### config.mk
export PLATFORM = sky130hd
export DESIGN_NAME = chitchat_txrx_wrap
export DESIGN_NICKNAME = d
export VERILOG_FILES = /design/src/hdl/chitchat_pkg.sv /design/src/hdl/chitchat_crc16.sv /design/src/hdl/chitchat_tx.sv /design/src/hdl/chitchat_rx.sv /design/src/hdl/chitchat_txrx_wrap.sv
export VERILOG_INCLUDE_DIRS = /design/src /design/src/hdl
export SDC_FILE = /design/constraint.sdc
export NUM_CORES = 1
export LEC_CHECK = 0
export ABC_AREA = 1
export BUFFER_PORTS_ARGS = -buffer_cell sky130_fd_sc_hd__buf_2
export CAP_MARGIN = 20
export CORE_MARGIN = 1.5
export CORE_UTILIZATION = 60
export CTS_BUF_LIST = sky130_fd_sc_hd__clkbuf_8
export DETAILED_ROUTE_END_ITERATION = 10
export PLACE_DENSITY = 0.92
export SLEW_MARGIN = 10
export SYNTH_ARGS = -nofsm -noshare
export SYNTH_HDL_FRONTEND = slang
export SYNTH_SLANG_ARGS = --single-unit
### constraint.sdc
create_clock -name gtx_tx_clk -period 6.3 [get_ports gtx_tx_clk]
set_input_delay 1.575 -clock gtx_tx_clk [delete_from_list [all_inputs] [get_ports gtx_tx_clk]]
set_output_delay 1.575 -clock gtx_tx_clk [all_outputs]
set_load 0.1 [all_outputs]
### src/hdl/chitchat_params.svh
/*
 * Frame layout and protocol constants of the chitchat link.
 * The frame index logic is four bits wide, so CC_FRAME_WORDS must stay at 16 or below.
 * The CRC is CRC-16-CCITT and shifts 16 bits per word, MSB first.
 */

`ifndef CHITCHAT_PARAMS_SVH
`define CHITCHAT_PARAMS_SVH

// --------------------------------------------------
// Frame layout
// --------------------------------------------------
`define CC_FRAME_WORDS   11
// Comma, sent with k high as word 0
`define CC_COMMA         16'h3CBC

// --------------------------------------------------
// Protocol identity
// --------------------------------------------------
`define CC_PROTOCOL_VER  4'h1
`define CC_GATEWARE_TYPE 3'h2

// --------------------------------------------------
// CRC and loss of signal
// --------------------------------------------------
`define CC_CRC_POLY      16'h1021
`define CC_CRC_INIT      16'hFFFF
// Words without a comma before LOS is flagged
`define CC_LOS_LIMIT     16'd64

`endif

### src/hdl/chitchat_pkg.sv
/*
 * Types shared by the chitchat transmitter, receiver and top level.
 * Widths are fixed by the frame layout and must not change on their own.
 */

`default_nettype none

package chitchat_pkg;

   // --------------------------------------------------
   // Link and payload words
   // --------------------------------------------------
   // One 16-bit word on the transceiver data path
   typedef logic [15:0] cc_word_t;

   // User payload, sent as two link words
   typedef logic [31:0] cc_data_t;

   // Frame counters, fault counter and latency
   typedef logic [15:0] cc_count_t;

   // --------------------------------------------------
   // Header fields
   // --------------------------------------------------
   typedef logic [3:0]  cc_ver_t;
   typedef logic [2:0]  cc_type_t;
   typedef logic [2:0]  cc_loc_t;
   typedef logic [31:0] cc_rev_t;

   // Fault flags
   //   bit 0  CRC error
   //   bit 1  protocol version mismatch
   //   bit 2  malformed frame, k seen inside the body
   typedef logic [2:0]  cc_fault_t;

   // --------------------------------------------------
   // Receiver FSM
   // --------------------------------------------------
   typedef enum logic [0:0] {
      st_hunt,
      st_body
   } cc_rx_state_t;

endpackage

`default_nettype wire

### src/hdl/chitchat_crc16.sv
/*
 * Word-wide CRC-16 accumulator.
 * Clear wins over enable. The folded value is readable in the cycle
 * after the last enable.
 */

`default_nettype none

`include "chitchat_params.svh"

module chitchat_crc16 (
   input  wire                    gtx_tx_clk,
   input  wire                    rst_n,
   input  wire logic              clear,
   input  wire logic              enable,
   input  wire chitchat_pkg::cc_word_t data,
   output chitchat_pkg::cc_word_t crc
);

   import chitchat_pkg::*;

   // Fold one 16-bit word, MSB first
   function automatic cc_word_t crc_fold(input cc_word_t c_in, input cc_word_t d);
      cc_word_t c;
      logic     fb;
      c = c_in;
      for (int i = 15; i >= 0; i--) begin
         fb = c[15] ^ d[i];
         c  = {c[14:0], 1'b0} ^ (fb ? `CC_CRC_POLY : 16'h0000);
      end
      return c;
   endfunction

   always_ff @(posedge gtx_tx_clk) begin
      if (!rst_n) begin
         crc <= `CC_CRC_INIT;
      end else if (clear) begin
         crc <= `CC_CRC_INIT;
      end else if (enable) begin
         crc <= crc_fold(crc, data);
      end
   end

endmodule

`default_nettype wire

### src/hdl/chitchat_tx.sv
/*
 * Chitchat frame sequencer.
 * Frames follow each other with no gap while tx_transmit_en is high.
 * Data is sampled only when word 0 goes out; the caller keeps it stable before then.
 * A frame in progress always completes after tx_transmit_en drops.
 */

`default_nettype none

`include "chitchat_params.svh"

module chitchat_tx #(
   parameter chitchat_pkg::cc_rev_t REV_ID = 32'h0000_0000
) (
   input  wire                      gtx_tx_clk,
   input  wire                      rst_n,

   input  wire logic                tx_transmit_en,
   input  wire chitchat_pkg::cc_loc_t   tx_location,
   input  wire chitchat_pkg::cc_data_t  tx_data0,
   input  wire chitchat_pkg::cc_data_t  tx_data1,
   input  wire chitchat_pkg::cc_count_t tx_loopback_frame_counter,

   output logic                     tx_send,
   output chitchat_pkg::cc_count_t  local_frame_counter,

   output chitchat_pkg::cc_word_t   gtx_d,
   output logic                     gtx_k
);

   import chitchat_pkg::*;

   localparam logic [3:0] last_idx = 4'(`CC_FRAME_WORDS - 1);

   logic [3:0] idx;
   logic       start;
   cc_word_t   next_d;
   logic       next_k;
   cc_word_t   crc;
   cc_data_t   data0_s;
   cc_data_t   data1_s;

   assign start = (idx == 4'd0) && tx_transmit_en;

   // --------------------------------------------------
   // Word multiplexer
   // --------------------------------------------------
   always_comb begin
      next_d = '0;
      next_k = 1'b0;
      case (idx)
         4'd0: begin
            if (tx_transmit_en) begin
               next_d = `CC_COMMA;
               next_k = 1'b1;
            end
         end
         4'd1:    next_d = {`CC_PROTOCOL_VER, `CC_GATEWARE_TYPE, tx_location, 6'b0};
         4'd2:    next_d = REV_ID[31:16];
         4'd3:    next_d = REV_ID[15:0];
         4'd4:    next_d = data0_s[31:16];
         4'd5:    next_d = data0_s[15:0];
         4'd6:    next_d = data1_s[31:16];
         4'd7:    next_d = data1_s[15:0];
         // Counter already holds the number of this frame
         4'd8:    next_d = local_frame_counter;
         4'd9:    next_d = tx_loopback_frame_counter;
         4'd10:   next_d = crc;
         default: next_d = '0;
      endcase
   end

   // --------------------------------------------------
   // Sequencer and output registers
   // --------------------------------------------------
   always_ff @(posedge gtx_tx_clk) begin
      if (!rst_n) begin
         idx                 <= '0;
         gtx_d               <= '0;
         gtx_k               <= 1'b0;
         tx_send             <= 1'b0;
         local_frame_counter <= '0;
      end else begin
         gtx_d   <= next_d;
         gtx_k   <= next_k;
         tx_send <= start;
         if (start) begin
            local_frame_counter <= local_frame_counter + 16'd1;
            idx                 <= 4'd1;
         end else if (idx == last_idx) begin
            idx <= '0;
         end else if (idx != 4'd0) begin
            idx <= idx + 4'd1;
         end
      end
   end

   // Payload snapshot for the frame that starts now
   always_ff @(posedge gtx_tx_clk) begin
      if (start) begin
         data0_s <= tx_data0;
         data1_s <= tx_data1;
      end
   end

   // CRC covers words 1 to 9
   chitchat_crc16 u_crc (
      .gtx_tx_clk (gtx_tx_clk),
      .rst_n      (rst_n),
      .clear      (idx == 4'd0),
      .enable     ((idx != 4'd0) && (idx != last_idx)),
      .data       (next_d),
      .crc        (crc)
   );

   idx_in_range: assert property (@(posedge gtx_tx_clk) disable iff (!rst_n)
      idx <= last_idx);

endmodule

`default_nettype wire

### src/hdl/chitchat_rx.sv
/*
 * Chitchat receiver.
 * Locks on a comma with k high and takes the next ten words as the frame body.
 * A k or comma inside the body does not resync; the frame is dropped at its end.
 * ccrx_los is high out of reset and clears only on a clean frame.
 */

`default_nettype none

`include "chitchat_params.svh"

module chitchat_rx (
   input  wire                       gtx_tx_clk,
   input  wire                       rst_n,

   input  wire chitchat_pkg::cc_word_t   gtx_d,
   input  wire logic                 gtx_k,

   output logic                      rx_valid,
   output logic                      ccrx_frame_drop,
   output chitchat_pkg::cc_data_t    rx_data0,
   output chitchat_pkg::cc_data_t    rx_data1,
   output chitchat_pkg::cc_count_t   rx_frame_counter,
   output chitchat_pkg::cc_count_t   rx_loopback_frame_counter,
   output chitchat_pkg::cc_ver_t     rx_protocol_ver,
   output chitchat_pkg::cc_type_t    rx_gateware_type,
   output chitchat_pkg::cc_loc_t     rx_location,
   output chitchat_pkg::cc_rev_t     rx_rev_id,

   output chitchat_pkg::cc_fault_t   ccrx_fault,
   output chitchat_pkg::cc_count_t   ccrx_fault_cnt,
   output logic                      ccrx_los
);

   import chitchat_pkg::*;

   localparam logic [3:0] last_idx = 4'(`CC_FRAME_WORDS - 1);

   cc_rx_state_t state;
   logic [3:0]   widx;
   logic         bad_k;
   logic         is_comma;
   logic         frame_end;
   logic         frame_ok;
   cc_fault_t    fault_now;
   cc_word_t     crc;
   cc_count_t    los_cnt;

   // Shadow registers, filled while the body streams in
   cc_ver_t      sh_ver;
   cc_type_t     sh_type;
   cc_loc_t      sh_loc;
   cc_rev_t      sh_rev;
   cc_data_t     sh_data0;
   cc_data_t     sh_data1;
   cc_count_t    sh_fc;
   cc_count_t    sh_lbfc;

   assign is_comma  = gtx_k && (gtx_d == `CC_COMMA);
   assign frame_end = (state == st_body) && (widx == last_idx);

   // CRC word is on the line at the frame end
   assign fault_now = {bad_k | gtx_k, sh_ver != `CC_PROTOCOL_VER, gtx_d != crc};
   assign frame_ok  = (fault_now == '0);

   // --------------------------------------------------
   // Comma hunt and body FSM
   // --------------------------------------------------
   always_ff @(posedge gtx_tx_clk) begin
      if (!rst_n) begin
         state <= st_hunt;
         widx  <= '0;
         bad_k <= 1'b0;
      end else begin
         case (state)
            st_hunt: begin
               if (is_comma) begin
                  state <= st_body;
                  widx  <= 4'd1;
                  bad_k <= 1'b0;
               end
            end
            st_body: begin
               bad_k <= bad_k | gtx_k;
               if (widx == last_idx) begin
                  state <= st_hunt;
               end else begin
                  widx <= widx + 4'd1;
               end
            end
            default: state <= st_hunt;
         endcase
      end
   end

   always_ff @(posedge gtx_tx_clk) begin
      if (state == st_body) begin
         case (widx)
            4'd1:    {sh_ver, sh_type, sh_loc} <= gtx_d[15:6];
            4'd2:    sh_rev[31:16]   <= gtx_d;
            4'd3:    sh_rev[15:0]    <= gtx_d;
            4'd4:    sh_data0[31:16] <= gtx_d;
            4'd5:    sh_data0[15:0]  <= gtx_d;
            4'd6:    sh_data1[31:16] <= gtx_d;
            4'd7:    sh_data1[15:0]  <= gtx_d;
            4'd8:    sh_fc           <= gtx_d;
            4'd9:    sh_lbfc         <= gtx_d;
            default: ;
         endcase
      end
   end

   chitchat_crc16 u_crc (
      .gtx_tx_clk (gtx_tx_clk),
      .rst_n      (rst_n),
      .clear      (state == st_hunt),
      .enable     ((state == st_body) && (widx != last_idx)),
      .data       (gtx_d),
      .crc        (crc)
   );

   // --------------------------------------------------
   // Frame verdict and fault counting
   // --------------------------------------------------
   always_ff @(posedge gtx_tx_clk) begin
      if (!rst_n) begin
         rx_valid                  <= 1'b0;
         ccrx_frame_drop           <= 1'b0;
         ccrx_fault                <= '0;
         ccrx_fault_cnt            <= '0;
         rx_frame_counter          <= '0;
         rx_loopback_frame_counter <= '0;
      end else begin
         rx_valid        <= frame_end && frame_ok;
         ccrx_frame_drop <= frame_end && !frame_ok;
         if (frame_end && frame_ok) begin
            ccrx_fault                <= '0;
            rx_frame_counter          <= sh_fc;
            rx_loopback_frame_counter <= sh_lbfc;
         end else if (frame_end) begin
            ccrx_fault <= fault_now;
            // Saturates at all ones
            if (ccrx_fault_cnt != 16'hFFFF) begin
               ccrx_fault_cnt <= ccrx_fault_cnt + 16'd1;
            end
         end
      end
   end

   always_ff @(posedge gtx_tx_clk) begin
      if (frame_end && frame_ok) begin
         rx_data0         <= sh_data0;
         rx_data1         <= sh_data1;
         rx_protocol_ver  <= sh_ver;
         rx_gateware_type <= sh_type;
         rx_location      <= sh_loc;
         rx_rev_id        <= sh_rev;
      end
   end

   // --------------------------------------------------
   // Loss of signal
   // --------------------------------------------------
   always_ff @(posedge gtx_tx_clk) begin
      if (!rst_n) begin
         los_cnt  <= '0;
         ccrx_los <= 1'b1;
      end else begin
         if (is_comma) begin
            los_cnt <= '0;
         end else if (los_cnt != `CC_LOS_LIMIT) begin
            los_cnt <= los_cnt + 16'd1;
         end
         if (frame_end && frame_ok) begin
            ccrx_los <= 1'b0;
         end else if (los_cnt == `CC_LOS_LIMIT) begin
            ccrx_los <= 1'b1;
         end
      end
   end

   valid_drop_excl: assert property (@(posedge gtx_tx_clk) disable iff (!rst_n)
      !(rx_valid && ccrx_frame_drop));

endmodule

`default_nettype wire

### src/hdl/chitchat_txrx_wrap.sv
/*
 * Chitchat top level with all logic on gtx_tx_clk.
 * tx_data0/tx_data1 are latched on tx_valid and sent with the next frame;
 * a second tx_valid before tx_send overwrites the first pair.
 * txrx_latency is in frames and valid one cycle after rx_valid.
 */

`default_nettype none

module chitchat_txrx_wrap #(
   parameter chitchat_pkg::cc_rev_t REV_ID = 32'h0000_0000
) (
   input  wire                       gtx_tx_clk,
   input  wire                       rst_n,

   // User transmit side
   input  wire logic                 tx_transmit_en,
   input  wire logic                 tx_valid,
   input  wire chitchat_pkg::cc_loc_t    tx_location,
   input  wire chitchat_pkg::cc_data_t   tx_data0,
   input  wire chitchat_pkg::cc_data_t   tx_data1,

   // User receive side
   output logic                      rx_valid,
   output logic                      ccrx_frame_drop,
   output chitchat_pkg::cc_data_t    rx_data0,
   output chitchat_pkg::cc_data_t    rx_data1,

   // Status
   output chitchat_pkg::cc_count_t   rx_frame_counter,
   output chitchat_pkg::cc_ver_t     rx_protocol_ver,
   output chitchat_pkg::cc_type_t    rx_gateware_type,
   output chitchat_pkg::cc_loc_t     rx_location,
   output chitchat_pkg::cc_rev_t     rx_rev_id,
   output chitchat_pkg::cc_fault_t   ccrx_fault,
   output chitchat_pkg::cc_count_t   ccrx_fault_cnt,
   output logic                      ccrx_los,
   output chitchat_pkg::cc_count_t   txrx_latency,

   // Transceiver data path
   output chitchat_pkg::cc_word_t    gtx_tx_d,
   output logic                      gtx_tx_k,
   input  wire chitchat_pkg::cc_word_t   gtx_rx_d,
   input  wire logic                 gtx_rx_k
);

   import chitchat_pkg::*;

   cc_data_t  tx_data0_r;
   cc_data_t  tx_data1_r;
   cc_loc_t   tx_location_r;
   logic      tx_transmit_en_r;
   cc_count_t local_frame_counter;
   cc_count_t rx_lb_frame_counter;

   // --------------------------------------------------
   // Input latch and quasi-static registers
   // --------------------------------------------------
   always_ff @(posedge gtx_tx_clk) begin
      if (tx_valid) begin
         tx_data0_r <= tx_data0;
         tx_data1_r <= tx_data1;
      end
      tx_location_r <= tx_location;
   end

   always_ff @(posedge gtx_tx_clk) begin
      if (!rst_n) begin
         tx_transmit_en_r <= 1'b0;
      end else begin
         tx_transmit_en_r <= tx_transmit_en;
      end
   end

   chitchat_tx #(
      .REV_ID (REV_ID)
   ) u_tx (
      .gtx_tx_clk                (gtx_tx_clk),
      .rst_n                     (rst_n),
      .tx_transmit_en            (tx_transmit_en_r),
      .tx_location               (tx_location_r),
      .tx_data0                  (tx_data0_r),
      .tx_data1                  (tx_data1_r),
      .tx_loopback_frame_counter (rx_frame_counter),
      .tx_send                   (),
      .local_frame_counter       (local_frame_counter),
      .gtx_d                     (gtx_tx_d),
      .gtx_k                     (gtx_tx_k)
   );

   chitchat_rx u_rx (
      .gtx_tx_clk                (gtx_tx_clk),
      .rst_n                     (rst_n),
      .gtx_d                     (gtx_rx_d),
      .gtx_k                     (gtx_rx_k),
      .rx_valid                  (rx_valid),
      .ccrx_frame_drop           (ccrx_frame_drop),
      .rx_data0                  (rx_data0),
      .rx_data1                  (rx_data1),
      .rx_frame_counter          (rx_frame_counter),
      .rx_loopback_frame_counter (rx_lb_frame_counter),
      .rx_protocol_ver           (rx_protocol_ver),
      .rx_gateware_type          (rx_gateware_type),
      .rx_location               (rx_location),
      .rx_rev_id                 (rx_rev_id),
      .ccrx_fault                (ccrx_fault),
      .ccrx_fault_cnt            (ccrx_fault_cnt),
      .ccrx_los                  (ccrx_los)
   );

   // --------------------------------------------------
   // Loopback latency in frames
   // --------------------------------------------------
   always_ff @(posedge gtx_tx_clk) begin
      if (!rst_n) begin
         txrx_latency <= '0;
      end else if (rx_valid) begin
         txrx_latency <= local_frame_counter - rx_lb_frame_counter;
      end
   end

endmodule

`default_nettype wire

After elaboration in Yosys (flattened, before gate mapping)
Index checks and enable logic that the tools add are counted.
W data, S select, Z words.
- register bits: 537
- input bits: 88
- output and inout port bits: 177
- word-level logic and storage cells: 222
- add/sub/neg operators: 6
- equal/unequal tests: 28
- multiplexer cells: 48
- bitwise operators: 68
- reduce and logical (&&, ||, !) cells: 30
- operators with widths (kind ; number):
    $xor A16 B13 Y16 ; 32
    $mux W13 ; 32
    $pmux W16 S9 ; 1
    $add A16 B1 Y16 const B ; 3
    $eq A4 B3 Y1 const B ; 8
    $xor A1 B1 Y1 ; 32
    $eq A4 B4 Y1 const B ; 6
    $reduce_and A2 Y1 ; 12
    $eq A16 B14 Y1 const B ; 1
    $eq A16 B7 Y1 const B ; 1
    $ne A16 B16 Y1 ; 1
    $ne A16 B16 Y1 const B ; 1
    $ne A16 B7 Y1 const B ; 1
    $sub A16 B16 Y16 ; 1
    $mux W14 ; 1
    $mux W1 ; 9
    $add A4 B1 Y4 const B ; 2
    $eq A4 B1 Y1 const B ; 2
    $eq A4 B2 Y1 const B ; 2
    $mux W4 ; 2
    $ne A4 B4 Y1 const B ; 2
    $pmux W4 S2 ; 1
    $logic_and A1 B1 Y1 ; 7
    $reduce_or A2 Y1 ; 3
    other kinds (14) ; 17

Depth between registers and ports, before layout
Gate-level depths: netlist of run 1.
- depth after elaboration: 50
- mapped depth: 21
- gate-level depth less buffers: 20

Hierarchy
From an unflattened synthesis of run 1, not the netlist that was laid out.
- cells, all modules: 2104
- area total of the unflattened synthesis: 21964.8 µm²
- modules (own cells, without submodules) (module ; instances ; cells an instance ; area an instance (µm²) ; seq. area each (µm²)):
    chitchat_rx ; 1 ; 811 ; 11151.9 ; 8848.5
    chitchat_tx ; 1 ; 513 ; 4535.6 ; 2682.6
    chitchat_txrx_wrap ; 1 ; 356 ; 3644.7 ; 2322.2
    chitchat_crc16 ; 2 ; 212 ; 1316.3 ; 320.3

Least setup slack after synthesis of run 1
OpenSTA, ideal clock, no wires.
- path type: input port to flip-flop
- start point: in gtx_rx_d[12]
- end point: reg u_rx.rx_data0[0], enable pin
- setup time: 0.459 ns
- arrival: 4.696 ns
- data required time: 5.841 ns
- slack: 1.145 ns
- stages: 8
- buffers on the path: 1
- cell sequence: xnor2_1 nand4_1 nor2_1 nand2_1 nor2_1 nand2_1 clkbuf_1 inv_1
- word-level cells in the longest chain between the ends: 3
- ends and longest elaborated chain (element ; RTL line ; RTL):
    start, declared ; chitchat_txrx_wrap.sv:43 ; input wire chitchat_pkg::cc_word_t gtx_rx_d,
    $ne A16 B16 Y1 ; chitchat_rx.sv:63 ; assign fault_now = {bad_k | gtx_k, sh_ver != `CC_PROTOCOL_VER, gtx_d != crc};
    $logic_not A3 Y1 ; chitchat_rx.sv:64 ; assign frame_ok = (fault_now == '0);
    $logic_and A1 B1 Y1 ; chitchat_rx.sv:151 ; if (frame_end && frame_ok) begin
    end signal, assigned ; chitchat_rx.sv:152 ; rx_data0 <= sh_data0;
    end, declared ; chitchat_rx.sv:21 ; output chitchat_pkg::cc_data_t rx_data0,
No other way between the ends.
A chain may end at the register's enable or synchronous reset.

Final worst setup path of run 1
- start point: in gtx_rx_d[12]
- end point: reg u_rx.rx_rev_id[31], enable pin
- word-level cells in the longest chain between the ends: 3
- ends and longest elaborated chain (element ; RTL line ; RTL):
    $ne A16 B16 Y1 ; chitchat_rx.sv:63 ;
    $logic_not A3 Y1 ; chitchat_rx.sv:64 ;
    $logic_and A1 B1 Y1 ; chitchat_rx.sv:151 ;
    end signal, assigned ; chitchat_rx.sv:157 ; rx_rev_id <= sh_rev;
    end, declared ; chitchat_rx.sv:28 ; output chitchat_pkg::cc_rev_t rx_rev_id,
No other way between the ends.

==> impl_summary.log, run 1 <==
[metrics] die boundary height: about 190 µm
[metrics] sequential group share of total power: 0.526
[metrics] worst skew pair latency: 0.66 ns
[metrics] synthesized netlist cell count: between 1500 and 2000
[metrics] kind of path behind the tightest hold check: reg -> reg
[metrics] number of synthesized register bits: 537
[metrics] Pwr per Cell Area: 310 nW/µm²
[metrics] Tightest Pin Transition: 1.08 ns
[metrics] total detailed-routing wirelength: 52300 µm
[metrics] number of hold violations in the final report: 0
[metrics] total CTS buffers: 81
[metrics] synth warn: 0
[metrics] setup violation total in the final timing report: 0
[metrics] XOR/XNOR share of the synthesized area: 0.0267
[metrics] FP Rows: 68
[metrics] setup bufs post-CTS: 0
[metrics] total die area: 35800 µm²
[metrics] routability-driven placement congestion ratio: 0.944
[metrics] post-synthesis instance area: 20800 µm²
[metrics] Pins Over Slew Limit: 0
[metrics] number of sinks on the clock net: 537
[metrics] largest net degree at the start of global routing: 77
[metrics] WS Path Type: in -> reg
[metrics] I/O pin count: 265
[metrics] final period demand of the worst path: 4.01 ns
[metrics] setup ws final: around 2.3 ns
[metrics] die boundary width: 189 µm
[metrics] DP Worst Slack: ~1.7 ns
[metrics] kind of capture point of the worst setup path: flop
[metrics] fraction of the mapped netlist area in compound gates: 0.0524
[metrics] initial core utilization: 0.606
[metrics] quantity of I/O buffers inserted on ports: 264
[metrics] via count of the first global-routing pass: 14080
[metrics] share of synthesized cell area in full adder, half adder and majority cells: 0.0172
[metrics] initial antenna violation count: 1
[metrics] Netlist cell types: 57
[metrics] area delta synth->final: 16.1%
[metrics] hold-fix buffer count after cts: 0
[metrics] CTS tree: built
[metrics] share of synthesized cell area in and, or, nand and nor gates: 0.166
[metrics] proportion of layout cells with a drive suffix above 1: 0.214
[metrics] placeable core region: 34400 µm²
[metrics] nets in the synthesized netlist: 1893
[metrics] cts repair resizes: 0
[metrics] share of total power consumed by net switching: 0.266
[metrics] overall overflow remaining after global route: 0
[metrics] DR vias/cell: around 5.7
[metrics] net switching component of the power: roughly 2 mW
[metrics] post-detailed-route wirelength per cell: 19.9 µm
[metrics] Worst Setup Start Kind: primary input
[metrics] global-route wire length before repair: 78200 µm
[metrics] root buf cell: sky130_fd_sc_hd__clkbuf_8
[metrics] total via count after detailed routing: between 10000 and 15000
[metrics] Total GRT Usage: 0.293
[metrics] relative slew slack: 0.277
[metrics] portion of the clock cycle consumed by the worst path in the final layout: 0.637
[metrics] net count reported at finish: 2220
[metrics] reported max-cap violation count: 0
[metrics] main combinational cell family by area after synthesis: simple AND/OR/NAND/NOR gates
[metrics] arrival time of data at the critical path endpoint: 4.34 ns
[metrics] mux contribution to synthesized area: 0
[metrics] Clock transition at path regs: 0.06 ns
[metrics] Detail Placement HPWL: 36800 µm
[metrics] number of design rule violations left after detail routing: 0
[metrics] setup repair after global routing missed its margin: false
[metrics] aggregate negative setup slack: 0 ns
[metrics] Crit Path Max Fanout: between 70 and 80
[metrics] Starting DRT DRC Count: 1604
[metrics] average cell area after synthesis: 11.7 µm²
[metrics] count of nets left with antenna violations after detail routing: 0
[metrics] filler instances: roughly 2300
[metrics] required time of the critical path: 6.63 ns
[metrics] portion of total power attributed to the clock network: 0.357
[metrics] combinational power share: 0.117
[metrics] sequential share of the synthesized area: 0.695
[metrics] detailed-router iteration count before antenna repair: 6
[metrics] maximum buffer depth of the clock tree: 3
[metrics] Cell Int Power: 5.50 mW
[metrics] Max Fclk: 249 MHz
[metrics] standby leakage power: 9.92 nW
[metrics] worst vdd rail ir drop: 0.000313 V
[metrics] worst setup skew after layout: between 0.03 and 0.04 ns
[metrics] CTS H-tree lvls: 3
[metrics] result of the run: finished, final reports clean
-- layout by cell type (no fill, tap or decap), drive strengths merged, types with 7 or more instances in the layout --
cell type	instances
edfxtp	372
nand2	369
buf	281
inv	217
dfxtp	165
nor2	127
nand3	122
o21ai	88
clkbuf	86
a21oi	82
nand4	53
nor3	33
xor2	31
xnor2	30
ha	27
clkinv	22
o211ai	12
nor4	10
or2	8
o21a	7
-- sequential cells by signal (all words and copies together), names as in the netlist, 32 cells and up --
register and count:
tx_data0_r 32, tx_data1_r 32, u_rx.rx_data0 32, u_rx.rx_data1 32, u_rx.rx_rev_id 32, u_rx.sh_data0 32
u_rx.sh_data1 32, u_rx.sh_rev 32, u_tx.data0_s 32, u_tx.data1_s 32
-- path summary, 6_finish.rpt --
path	depth (start not counted)	slack, ns	startpoint	endpoint
min	0	0.39	u_rx.sh_data0[3]	u_rx.rx_data0[3]
max reg2reg	17	2.73	u_tx.idx[2]	u_tx.u_crc.crc[7]
max	9	2.29	gtx_rx_d[12]	u_rx.rx_rev_id[31]
min reg2reg	0	0.39	u_rx.sh_data0[3]	u_rx.rx_data0[3]
-- power by group through the flow --
| stage | logic [mW] | clock network (mW) | registers, mW |
|---|---|---|---|
| finish | 0.877 | 2.67 | 3.94 |
| global route | 0.966 | 2.87 | 3.95 |
| CTS | 0.865 | 2.71 | 3.94 |
| detailed placement | 0.860 | 0 | 4.01 |
| global placement | 0.838 | 0 | 4.01 |
| floorplan | 0.586 | 0 | 4.05 |
-- worst max-delay path: stages --
cell                      delay (ns)
sky130_fd_sc_hd__buf_2          0.17
sky130_fd_sc_hd__xnor2_1        0.49
sky130_fd_sc_hd__nand4_1        0.15
sky130_fd_sc_hd__nor2_1         0.20
sky130_fd_sc_hd__nand2_1        0.08
sky130_fd_sc_hd__nor2_1         0.11
sky130_fd_sc_hd__nand2_1        0.32
sky130_fd_sc_hd__inv_4          0.79
sky130_fd_sc_hd__buf_4          0.39
-- through the flow --
step | instances | area, µm² | power, mW | utilization | hold WS [ns]
CTS | 2625 | 24200 | 7.51 | 0.703 | 0.409
finish | 2627 | 24200 | 7.49 | 0.704 | 0.392
detailed placement | 2475 | 22600 | 4.87 | 0.659 | 0.405
global placement | 2475 | 22600 | 4.84 | 0.659 | 0.401
global route | 2627 | 24200 | 7.79 | 0.704 | 0.418
floorplan | 1777 | 20800 | 4.64 | - | 0.400
-- area by class of cell --
class                           instances  area (µm²)  area share
Clock buffer                           86        1180      0.0489
Multi-Input combinational cell       1026        5490       0.227
Tap cell                              455         569      0.0235
Clock inverter                         64         344      0.0142
Timing Repair Buffer                  281        1460      0.0602
Antenna cell                            1        2.50    0.000103
Sequential cell                       537       14500       0.598
Inverter                              177         673      0.0278
-- cells in the mapped netlist (all sizes together) --
cell / number / share of area
edfxtp: 372 / 0.54
nand2: 369 / 0.070
inv: 173 / 0.031
dfxtp: 165 / 0.16
nor2: 127 / 0.026
nand3: 122 / 0.033
o21ai: 88 / 0.021
a21oi: 82 / 0.020
nand4: 53 / 0.018
nor3: 33 / 0.0089
xor2: 31 / 0.014
xnor2: 30 / 0.013
ha: 27 / 0.016
buf: 23 / 0.0080
clkbuf: 14 / 0.0025
o211ai: 12 / 0.0046
nor4: 10 / 0.0040
or2: 8 / 0.0024
o21a: 7 / 0.0025
nand3b: 5 / 0.0018
nor3b: 5 / 0.0018
clkinv: 4 / 0.00078
a211oi: 2 / 0.00072
a31oi: 2 / 0.00060
and2: 2 / 0.00060
and3: 2 / 0.00060
o221ai: 2 / 0.00084
o22ai: 2 / 0.00060
a21boi: 1 / 0.00036
a21o: 1 / 0.00036
fa: 1 / 0.00096
o211a: 1 / 0.00048
o21bai: 1 / 0.00036
-- cells by family after synthesis --
| family | Yosys count |
|---|---|
| simple gates | 736 |
| flops | 537 |
| buf+inv | 214 |
| compound gates | 201 |
| xor+xnor | 61 |
| fa+ha+maj | 28 |
-- layer usage --
layer | track usage | part of all wire | vias up
met5 | 0 | 0 | -
met4 | 0.152 | 0.049 | 0
met3 | 0.0693 | 0.098 | 172
met2 | 0.474 | 0.47 | 908
met1 | 0.369 | 0.38 | 7042
li1 | - | - | 6797
Note: power is estimated with default switching activity, not from simulation.
==> run 2: changes to the inputs <==
--- a/config.mk
+++ b/config.mk
@@ -10,10 +10,10 @@
 export BUFFER_PORTS_ARGS = -buffer_cell sky130_fd_sc_hd__buf_2
 export CAP_MARGIN = 20
 export CORE_MARGIN = 1.5
-export CORE_UTILIZATION = 60
+export CORE_UTILIZATION = 54
 export CTS_BUF_LIST = sky130_fd_sc_hd__clkbuf_8
 export DETAILED_ROUTE_END_ITERATION = 10
-export PLACE_DENSITY = 0.92
+export PLACE_DENSITY = 0.88
 export SLEW_MARGIN = 10
 export SYNTH_ARGS = -nofsm -noshare
 export SYNTH_HDL_FRONTEND = slang
==> constraint.sdc (replaced) <==
create_clock -name gtx_tx_clk -period 3.5 [get_ports gtx_tx_clk]
set_input_delay 0.875 -clock gtx_tx_clk [delete_from_list [all_inputs] [get_ports gtx_tx_clk]]
set_output_delay 0.875 -clock gtx_tx_clk [all_outputs]
set_load 0.1 [all_outputs]
==> run 2 against run 1 <==
Setup slack lost 1.9 ns. Hold slack lost 0.069 ns. Routed wire length down 4.0%.
==> impl_summary.log, run 2 (synthesized netlist as in run 1, its figures left out) <==
[metrics] result of the run: finished, final reports clean (unchanged)
[metrics] cells traversed along the worst timing path: inv_1 -> ha_1 -> nand3_4 -> inv_2 -> nand2_1 -> nor3b_1 -> nand3b_1 -> nand2_1 -> xor2_1 -> nand3_1 -> nand2_1 -> nand2_1 -> nand3_1 -> nand2_1 (was buf_2 -> xnor2_1 -> nand4_1 -> nor2_1 -> nand2_1 -> nor2_1 -> nand2_1 -> inv_4 -> buf_4)
[metrics] Largest delay share family, worst path: simple AND/OR/NAND/NOR gates (was buffers and inverters)
[metrics] worst slack on hold paths: 0.323 ns (was 0.392 ns)
[metrics] Worst Path Buf+Inv: 2 (was 3)
[metrics] via count of the first global-routing pass: 14010 (was 14080)
[metrics] CTS tree: built (unchanged)
[metrics] portion of the clock cycle consumed by the worst path in the final layout: 0.887
[metrics] placeable core region: 37800 µm² (was 34400 µm²)
[metrics] number of design rule violations left after detail routing: 0 (unchanged)
[metrics] Starting DRT DRC Count: 1238 (was 1604)
[metrics] routability-driven placement congestion ratio: 0.920 (was 0.944)
[metrics] most common library cell in the layout ignoring fill and taps: sky130_fd_sc_hd__edfxtp_1 (unchanged)
[metrics] die boundary height: 199 µm (was 189 µm)
[metrics] Worst Setup Start Kind: flop (was primary input)
[metrics] reported max-cap violation count: 0 (unchanged)
[metrics] DR vias/cell: 5.36 (was 5.68)
[metrics] hold-fix buffer count after cts: 0 (unchanged)
[metrics] initial antenna violation count: 1 (unchanged)
[metrics] proportion of layout cells with a drive suffix above 1: 0.226 (was 0.214)
[metrics] arrival time of data at the critical path endpoint: 3.63 ns (was 4.34 ns)
[metrics] die boundary width: 199 µm (was 189 µm)
[metrics] worst skew pair latency: 0.67 ns (was 0.66 ns)
[metrics] area delta synth->final: 17.8% (was 16.1%)
[metrics] setup bufs post-CTS: 0 (unchanged)
[metrics] I/O pin count: 265 (unchanged)
[metrics] FP Rows: 71 (was 68)
[metrics] final standard cell area without fillers: 24500 µm² (was 24200 µm²)
[metrics] CTS H-tree lvls: 3 (unchanged)
[metrics] number of hold violations in the final report: 0 (unchanged)
[metrics] cell area after placement: 22900 µm² (was 22600 µm²)
[metrics] WS Path Type: reg -> reg (was in -> reg)
[metrics] largest stage delay on the critical path: 0.56 ns (was 0.79 ns)
[metrics] count of nets left with antenna violations after detail routing: 0 (unchanged)
[metrics] Tightest Pin Transition: 1.05 ns (was 1.08 ns)
[metrics] kind of path behind the tightest hold check: in -> reg (was reg -> reg)
[metrics] cts repair resizes: 0 (unchanged)
[metrics] largest net degree at the start of global routing: 57 (was 77)
[metrics] total detailed-routing wirelength: 50200 µm (was 52300 µm)
[metrics] root buf cell: sky130_fd_sc_hd__clkbuf_8 (unchanged)
[metrics] final period demand of the worst path: 3.11 ns
[metrics] initial core utilization: 0.551 (was 0.606)
[metrics] Clock transition at path regs: 0.06 ns (about the same)
[metrics] relative slew slack: 0.297 (was 0.277)
[metrics] worst setup skew after layout: 0.0463 ns (was 0.0385 ns)
[metrics] post-detailed-route wirelength per cell: 18.6 µm (was 19.9 µm)
[metrics] Pins Over Slew Limit: 0 (unchanged)
[metrics] standby leakage power: 9.98 nW (was 9.92 nW)
[metrics] maximum buffer depth of the clock tree: 3 (unchanged)
[metrics] setup repair after global routing missed its margin: false (unchanged)
[metrics] Pwr per Cell Area: 566 nW/µm² (was 310 nW/µm²)
[metrics] overall overflow remaining after global route: 0 (unchanged)
[metrics] global-route wire length before repair: 75700 µm (was 78200 µm)
[metrics] number of sinks on the clock net: 537 (unchanged)
[metrics] total via count after detailed routing: 14433 (was 14919)
[metrics] quantity of I/O buffers inserted on ports: 264 (unchanged)
[metrics] cell with the largest stage delay on the worst path: sky130_fd_sc_hd__nor3b_1 (was sky130_fd_sc_hd__inv_4)
[metrics] required time of the critical path: 4.03 ns (was 6.63 ns)
[metrics] total CTS buffers: 82 (was 81)
[metrics] detailed-router iteration count before antenna repair: 5 (was 6)
[metrics] total die area: 39800 µm² (was 35800 µm²)
[metrics] most used cell along the critical path: sky130_fd_sc_hd__nand2_1
[metrics] net count reported at finish: 2232 (was 2220)
[metrics] Detail Placement HPWL: 35100 µm (was 36800 µm)
[metrics] most frequent cells in the layout: sky130_fd_sc_hd__edfxtp_1 (372), sky130_fd_sc_hd__nand2_1 (344), sky130_fd_sc_hd__buf_2 (264) (was sky130_fd_sc_hd__edfxtp_1 (372), sky130_fd_sc_hd__nand2_1 (345), sky130_fd_sc_hd__buf_2 (264))
[metrics] kind of capture point of the worst setup path: flop (unchanged)
[metrics] Max Fclk: 322 MHz
[metrics] worst vdd rail ir drop: 0.000457 V (was 0.000313 V)
[metrics] Crit Path Max Fanout: 12 (was 76)
[metrics] Total GRT Usage: 0.255 (was 0.293)
[metrics] setup violation total in the final timing report: 0 (unchanged)
==> run 2: cell types whose count changed in the layout (fill, tap and decap cells not counted), moves of 2 or more <==
cell                         previous run  this run
sky130_fd_sc_hd__inv_1                203       187
sky130_fd_sc_hd__buf_4                 16        25
sky130_fd_sc_hd__clkbuf_8              86        91
sky130_fd_sc_hd__clkinvlp_4             0         5
sky130_fd_sc_hd__clkinv_2               6        10
sky130_fd_sc_hd__buf_12                 0         3
sky130_fd_sc_hd__bufinv_16              2         5
sky130_fd_sc_hd__clkinv_1              15        17
sky130_fd_sc_hd__inv_6                  5         3
==> run 2: path summary, 6_finish.rpt <==
| check | start | end | slack, ns | cells after the start |
|---|---|---|---|---|
| min | tx_location[1] | tx_location_r[1] | 0.32 | 1 |
| min reg2reg | u_rx.sh_rev[17] | u_rx.rx_rev_id[17] | 0.41 | 0 |
| max | u_tx.idx[0] | u_tx.u_crc.crc[13] | 0.39 | 14 |
| max reg2reg | u_tx.idx[0] | u_tx.u_crc.crc[13] | 0.39 | 14 |
==> run 2: stage by stage <==
step | setup TNS [ns] | util | total power, mW | setup WS (ns) | instances
floorplan | -0.603 | - | 8.35 | -0.00569 | 1777
global placement | 0 | 0.604 | 8.73 | 0.462 | 2543
detailed placement | 0 | 0.604 | 8.78 | 0.405 | 2543
CTS | 0 | 0.648 | 14.0 | 0.477 | 2694
global route | 0 | 0.648 | 14.4 | 0.180 | 2695
finish | 0 | 0.648 | 13.9 | 0.395 | 2695
==> run 2: layout make-up <==
class | instances | area [µm²]
diodes | 1 | 2.50
inverters | 177 | 674
repair buffers | 292 | 1570
flip-flops and latches | 537 | 14500
clock inverters | 60 | 423
fillers | 2737 | 13300
well taps | 511 | 639
multi-input cells | 1026 | 5510
clock buffers | 91 | 1250
==> run 2: power breakdown <==
group          switching, mW  internal, mW  leakage, nW  total [mW]
Clock                   2.42          2.79        0.933        5.22
Sequential             0.103          6.99         4.75        7.09
Combinational           1.11         0.469         4.30        1.58
==> run 2: routing by layer <==
metal  GRT usage  vias to the layer above  share of wire
met5           0                        -              0
met3      0.0584                      150          0.089
li1            -                     6828              -
met4       0.138                        0          0.046
met2       0.421                      662           0.48
met1       0.313                     6793           0.39
==> run 2: worst register-to-register path, delay by kind of cell (launching register included) <==
family,cells,cell delay (ns)
AND/OR/NAND/NOR,10,1.66
adder cells (fa/ha/maj),1,0.43
flip-flops,1,0.41
buffers and inverters,2,0.25
XOR/XNOR,1,0.22
==> run 3: changes to the inputs <==
--- a/config.mk
+++ b/config.mk
@@ -8,7 +8,6 @@
 export LEC_CHECK = 0
 export ABC_AREA = 1
 export BUFFER_PORTS_ARGS = -buffer_cell sky130_fd_sc_hd__buf_2
-export CAP_MARGIN = 20
 export CORE_MARGIN = 1.5
 export CORE_UTILIZATION = 54
 export CTS_BUF_LIST = sky130_fd_sc_hd__clkbuf_8
@@ -17,4 +16,5 @@
 export SLEW_MARGIN = 10
 export SYNTH_ARGS = -nofsm -noshare
 export SYNTH_HDL_FRONTEND = slang
+export SYNTH_HIERARCHICAL = 1
 export SYNTH_SLANG_ARGS = --single-unit
==> constraint.sdc (replaced) <==
create_clock -name gtx_tx_clk -period 3.5 [get_ports gtx_tx_clk]
set_input_delay 0.175 -clock gtx_tx_clk [delete_from_list [all_inputs] [get_ports gtx_tx_clk]]
set_output_delay 0.175 -clock gtx_tx_clk [all_outputs]
set_load 0.1 [all_outputs]
==> run 3 against run 2 <==
Synthesized area increased by 5.3%. Critical endpoint is now u_tx/u_crc/crc[13]. Combinational power increased by 59%. Sequential power increased by 2%. Setup slack improved by 0.071 ns. Clock power decreased by 2%. Hold slack got worse by 0.16 ns. Routed wire length increased by 17%. Register-to-register slack improved by 0.07 ns. Global-route usage increased by 2.4 points.
==> impl_summary.log, run 3 <==
[metrics] result of the run: finished, final reports clean (unchanged)
[metrics] CP Capture Point: u_tx/u_crc/crc[13] (was u_tx.u_crc.crc[13])
[metrics] most frequent cells in the layout: sky130_fd_sc_hd__nand2_1 (549), sky130_fd_sc_hd__edfxtp_1 (372), sky130_fd_sc_hd__inv_1 (271) (was sky130_fd_sc_hd__edfxtp_1 (372), sky130_fd_sc_hd__nand2_1 (344), sky130_fd_sc_hd__buf_2 (264))
[metrics] worst vdd rail ir drop: 0.000284 V (was 0.000457 V)
[metrics] count of nets left with antenna violations after detail routing: 0 (unchanged)
[metrics] share of total power consumed by net switching: 0.294 (was 0.262)
[metrics] filler instances: 2917 (was 2737)
[metrics] antenna diode count: 0 (was 1)
[metrics] nets in the synthesized netlist: 2219 (was 1893)
[metrics] reported max-cap violation count: 0 (unchanged)
[metrics] quantity of I/O buffers inserted on ports: 264 (unchanged)
[metrics] Pwr per Cell Area: 563 nW/µm² (was 566 nW/µm²)
[metrics] die boundary height: 205 µm (was 199 µm)
[metrics] Detail Placement HPWL: 40000 µm (was 35100 µm)
[metrics] sequential group share of total power: 0.487 (was 0.511)
[metrics] Starting DRT DRC Count: 1753 (was 1238)
[metrics] required time of the critical path: 4.00 ns (was 4.03 ns)
[metrics] Total GRT Usage: 0.280 (was 0.255)
[metrics] FP Rows: 73 (was 71)
[metrics] Critical Path Start: u_tx/idx[0] (was u_tx.idx[0])
[metrics] DR vias/cell: 5.37 (was 5.36)
[metrics] die boundary width: 205 µm (was 199 µm)
[metrics] number of hold violations in the final report: 0 (unchanged)
[metrics] kind of capture point of the worst setup path: flop (unchanged)
[metrics] total detailed-routing wirelength: 58800 µm (was 50200 µm)
[metrics] maximum buffer depth of the clock tree: 3 (unchanged)
[metrics] WS Path Type: reg -> reg (unchanged)
[metrics] via count of the first global-routing pass: 15779 (was 14010)
[metrics] Worst Setup Start Kind: flop (unchanged)
[metrics] cell with the largest stage delay on the worst path: sky130_fd_sc_hd__dfxtp_1 (was sky130_fd_sc_hd__nor3b_1)
[metrics] worst setup skew after layout: 0.0511 ns (was 0.0463 ns)
[metrics] initial core utilization: 0.550 (was 0.551)
[metrics] Max Fclk: 330 MHz (was 322 MHz)
[metrics] cells traversed along the worst timing path: inv_1 -> ha_1 -> nand3_4 -> inv_1 -> nand2_1 -> nand2_1 -> nor2_1 -> nand2_1 -> xnor2_1 -> nand2_1 -> nand2_2 -> nand2_2 -> nand2_4 -> inv_2 -> nand2_1 -> nand3_1 -> nand3_1 -> nand2_1 (was inv_1 -> ha_1 -> nand3_4 -> inv_2 -> nand2_1 -> nor3b_1 -> nand3b_1 -> nand2_1 -> xor2_1 -> nand3_1 -> nand2_1 -> nand2_1 -> nand3_1 -> nand2_1)
[metrics] portion of total power attributed to the clock network: 0.343 (was 0.375)
[metrics] standby leakage power: 11.3 nW (was 9.98 nW)
[metrics] synthesized netlist cell count: 2103 (was 1777)
[metrics] number of design rule violations left after detail routing: 0 (unchanged)
[metrics] total die area: 41900 µm² (was 39800 µm²)
[metrics] final period demand of the worst path: 3.03 ns (was 3.11 ns)
[metrics] post-detailed-route wirelength per cell: 18.9 µm (was 18.6 µm)
[metrics] Pins Over Slew Limit: 0 (unchanged)
[metrics] net switching component of the power: 4.37 mW (was 3.64 mW)
[metrics] final standard cell area without fillers: 26400 µm² (was 24500 µm²)
[metrics] post-synthesis instance area: 21900 µm² (was 20800 µm²)
[metrics] synth warn: 6 (was 0)
[metrics] CTS H-tree lvls: 3 (unchanged)
[metrics] most used cell along the critical path: sky130_fd_sc_hd__nand2_1 (unchanged)
[metrics] Util after Layout: 0.661 (was 0.648)
[metrics] proportion of layout cells with a drive suffix above 1: 0.192 (was 0.226)
[metrics] routability-driven placement congestion ratio: 0.965 (was 0.920)
[metrics] number of sinks on the clock net: 537 (unchanged)
[metrics] detailed-router iteration count before antenna repair: 9 (was 5)
[metrics] kind of path behind the tightest hold check: in -> reg (unchanged)
[metrics] number of cells on the worst reg-to-reg path: 18 (was 14)
[metrics] root buf cell: sky130_fd_sc_hd__clkbuf_8 (unchanged)
[metrics] largest stage delay on the critical path: 0.40 ns (was 0.56 ns)
[metrics] cts repair resizes: 0 (unchanged)
[metrics] area delta synth->final: 20.3% (was 17.8%)
[metrics] worst skew pair latency: 0.66 ns (was 0.67 ns)
[metrics] net count reported at finish: 2637 (was 2232)
[metrics] portion of the clock cycle consumed by the worst path in the final layout: 0.867 (was 0.887)
[metrics] combinational power share: 0.170 (was 0.114)
[metrics] average cell area after synthesis: 10.4 µm² (was 11.7 µm²)
[metrics] overall overflow remaining after global route: 0 (unchanged)
[metrics] most common library cell in the layout ignoring fill and taps: sky130_fd_sc_hd__nand2_1 (was sky130_fd_sc_hd__edfxtp_1)
[metrics] hold-fix buffer count after cts: 86 (was 0)
[metrics] Crit Path Max Fanout: 11 (was 12)
[metrics] total CTS buffers: 81 (was 82)
[metrics] total via count after detailed routing: 16709 (was 14433)
[metrics] initial antenna violation count: 1 (unchanged)
[metrics] relative slew slack: 0.277 (was 0.297)
[metrics] arrival time of data at the critical path endpoint: 3.54 ns (was 3.63 ns)
[metrics] cell area after placement: 23900 µm² (was 22900 µm²)
[metrics] Tightest Pin Transition: 1.08 ns (was 1.05 ns)
[metrics] setup repair after global routing missed its margin: false (unchanged)
[metrics] setup bufs post-CTS: 0 (unchanged)
[metrics] worst-case register-to-register setup slack: 0.47 ns (was 0.39 ns)
[metrics] FF-to-FF End: u_tx/u_crc/crc[13] (was u_tx.u_crc.crc[13])
[metrics] largest net degree at the start of global routing: 65 (was 57)
[metrics] Cell Int Power: 10.5 mW (was 10.3 mW)
[metrics] setup violation total in the final timing report: 0 (unchanged)
[metrics] aggregate negative setup slack: 0 ns (unchanged)
[metrics] Crit Reg-Reg Startpoint: u_tx/idx[0] (was u_tx.idx[0])
[metrics] placeable core region: 39900 µm² (was 37800 µm²)
[metrics] I/O pin count: 265 (unchanged)
[metrics] global-route wire length before repair: 88000 µm (was 75700 µm)
[metrics] CTS tree: built (unchanged)
[metrics] Clock transition at path regs: 0.08 ns (was 0.06 ns)
[metrics] total power: 14.9 mW (was 13.9 mW)
-- run 3: final cells by class --
| type | count | area (µm²) | share of cell area |
|---|---|---|---|
| clock buffer | 92 | 1270 | 0.0480 |
| sequential | 537 | 14500 | 0.548 |
| timing repair buffer | 374 | 2390 | 0.0904 |
| tap | 525 | 657 | 0.0249 |
| clock inverter | 58 | 345 | 0.0131 |
| inverter | 271 | 1020 | 0.0387 |
| multi-input combinational | 1256 | 6240 | 0.237 |
-- run 3: per-stage QoR --
stage,std cells,setup slack [ns],hold WS [ns]
CTS,3113,0.586,0.110
global placement,2877,0.688,0.288
floorplan,2103,0.368,0.203
finish,3113,0.466,0.162
detailed placement,2877,0.605,0.310
global route,3113,0.144,0.160
-- run 3: how the worst min path moves through the flow --
| stage | start | end | depth (start not counted) |
|---|---|---|---|
| floorplan | tx_location[0] | tx_location_r[0] | 0 |
| global placement | tx_location[1] | tx_location_r[1] | 1 |
| detailed placement | tx_location[0] | tx_location_r[0] | 1 |
| CTS | tx_valid | tx_data1_r[12] | 1 |
| global route | tx_valid | tx_data1_r[10] | 1 |
| finish | tx_valid | tx_data1_r[10] | 1 |
-- run 3: worst max-delay path, delay by kind of cell (launching register included) --
family	cells	cell delay, ns
adders and majority gates	1	0.32
xor gates and xnor gates	1	0.37
and+or+nand+nor	13	1.45
DFF	1	0.40
buffers and inverters	3	0.36
-- run 3: power by group through the flow --
stage | combinational [mW] | sequential [mW] | clock, mW
after floorplan | 1.64 | 7.46 | 0
after global placement | 2.39 | 7.36 | 0
after detailed placement | 2.40 | 7.37 | 0
after CTS | 2.48 | 7.24 | 5.16
after global routing | 2.81 | 7.26 | 5.46
final | 2.52 | 7.25 | 5.10
-- run 3: layer usage --
layer	track usage	share of wire
met1	0.372	0.40
met2	0.444	0.47
met3	0.0641	0.094
met4	0.115	0.038
met5	0	0.00017
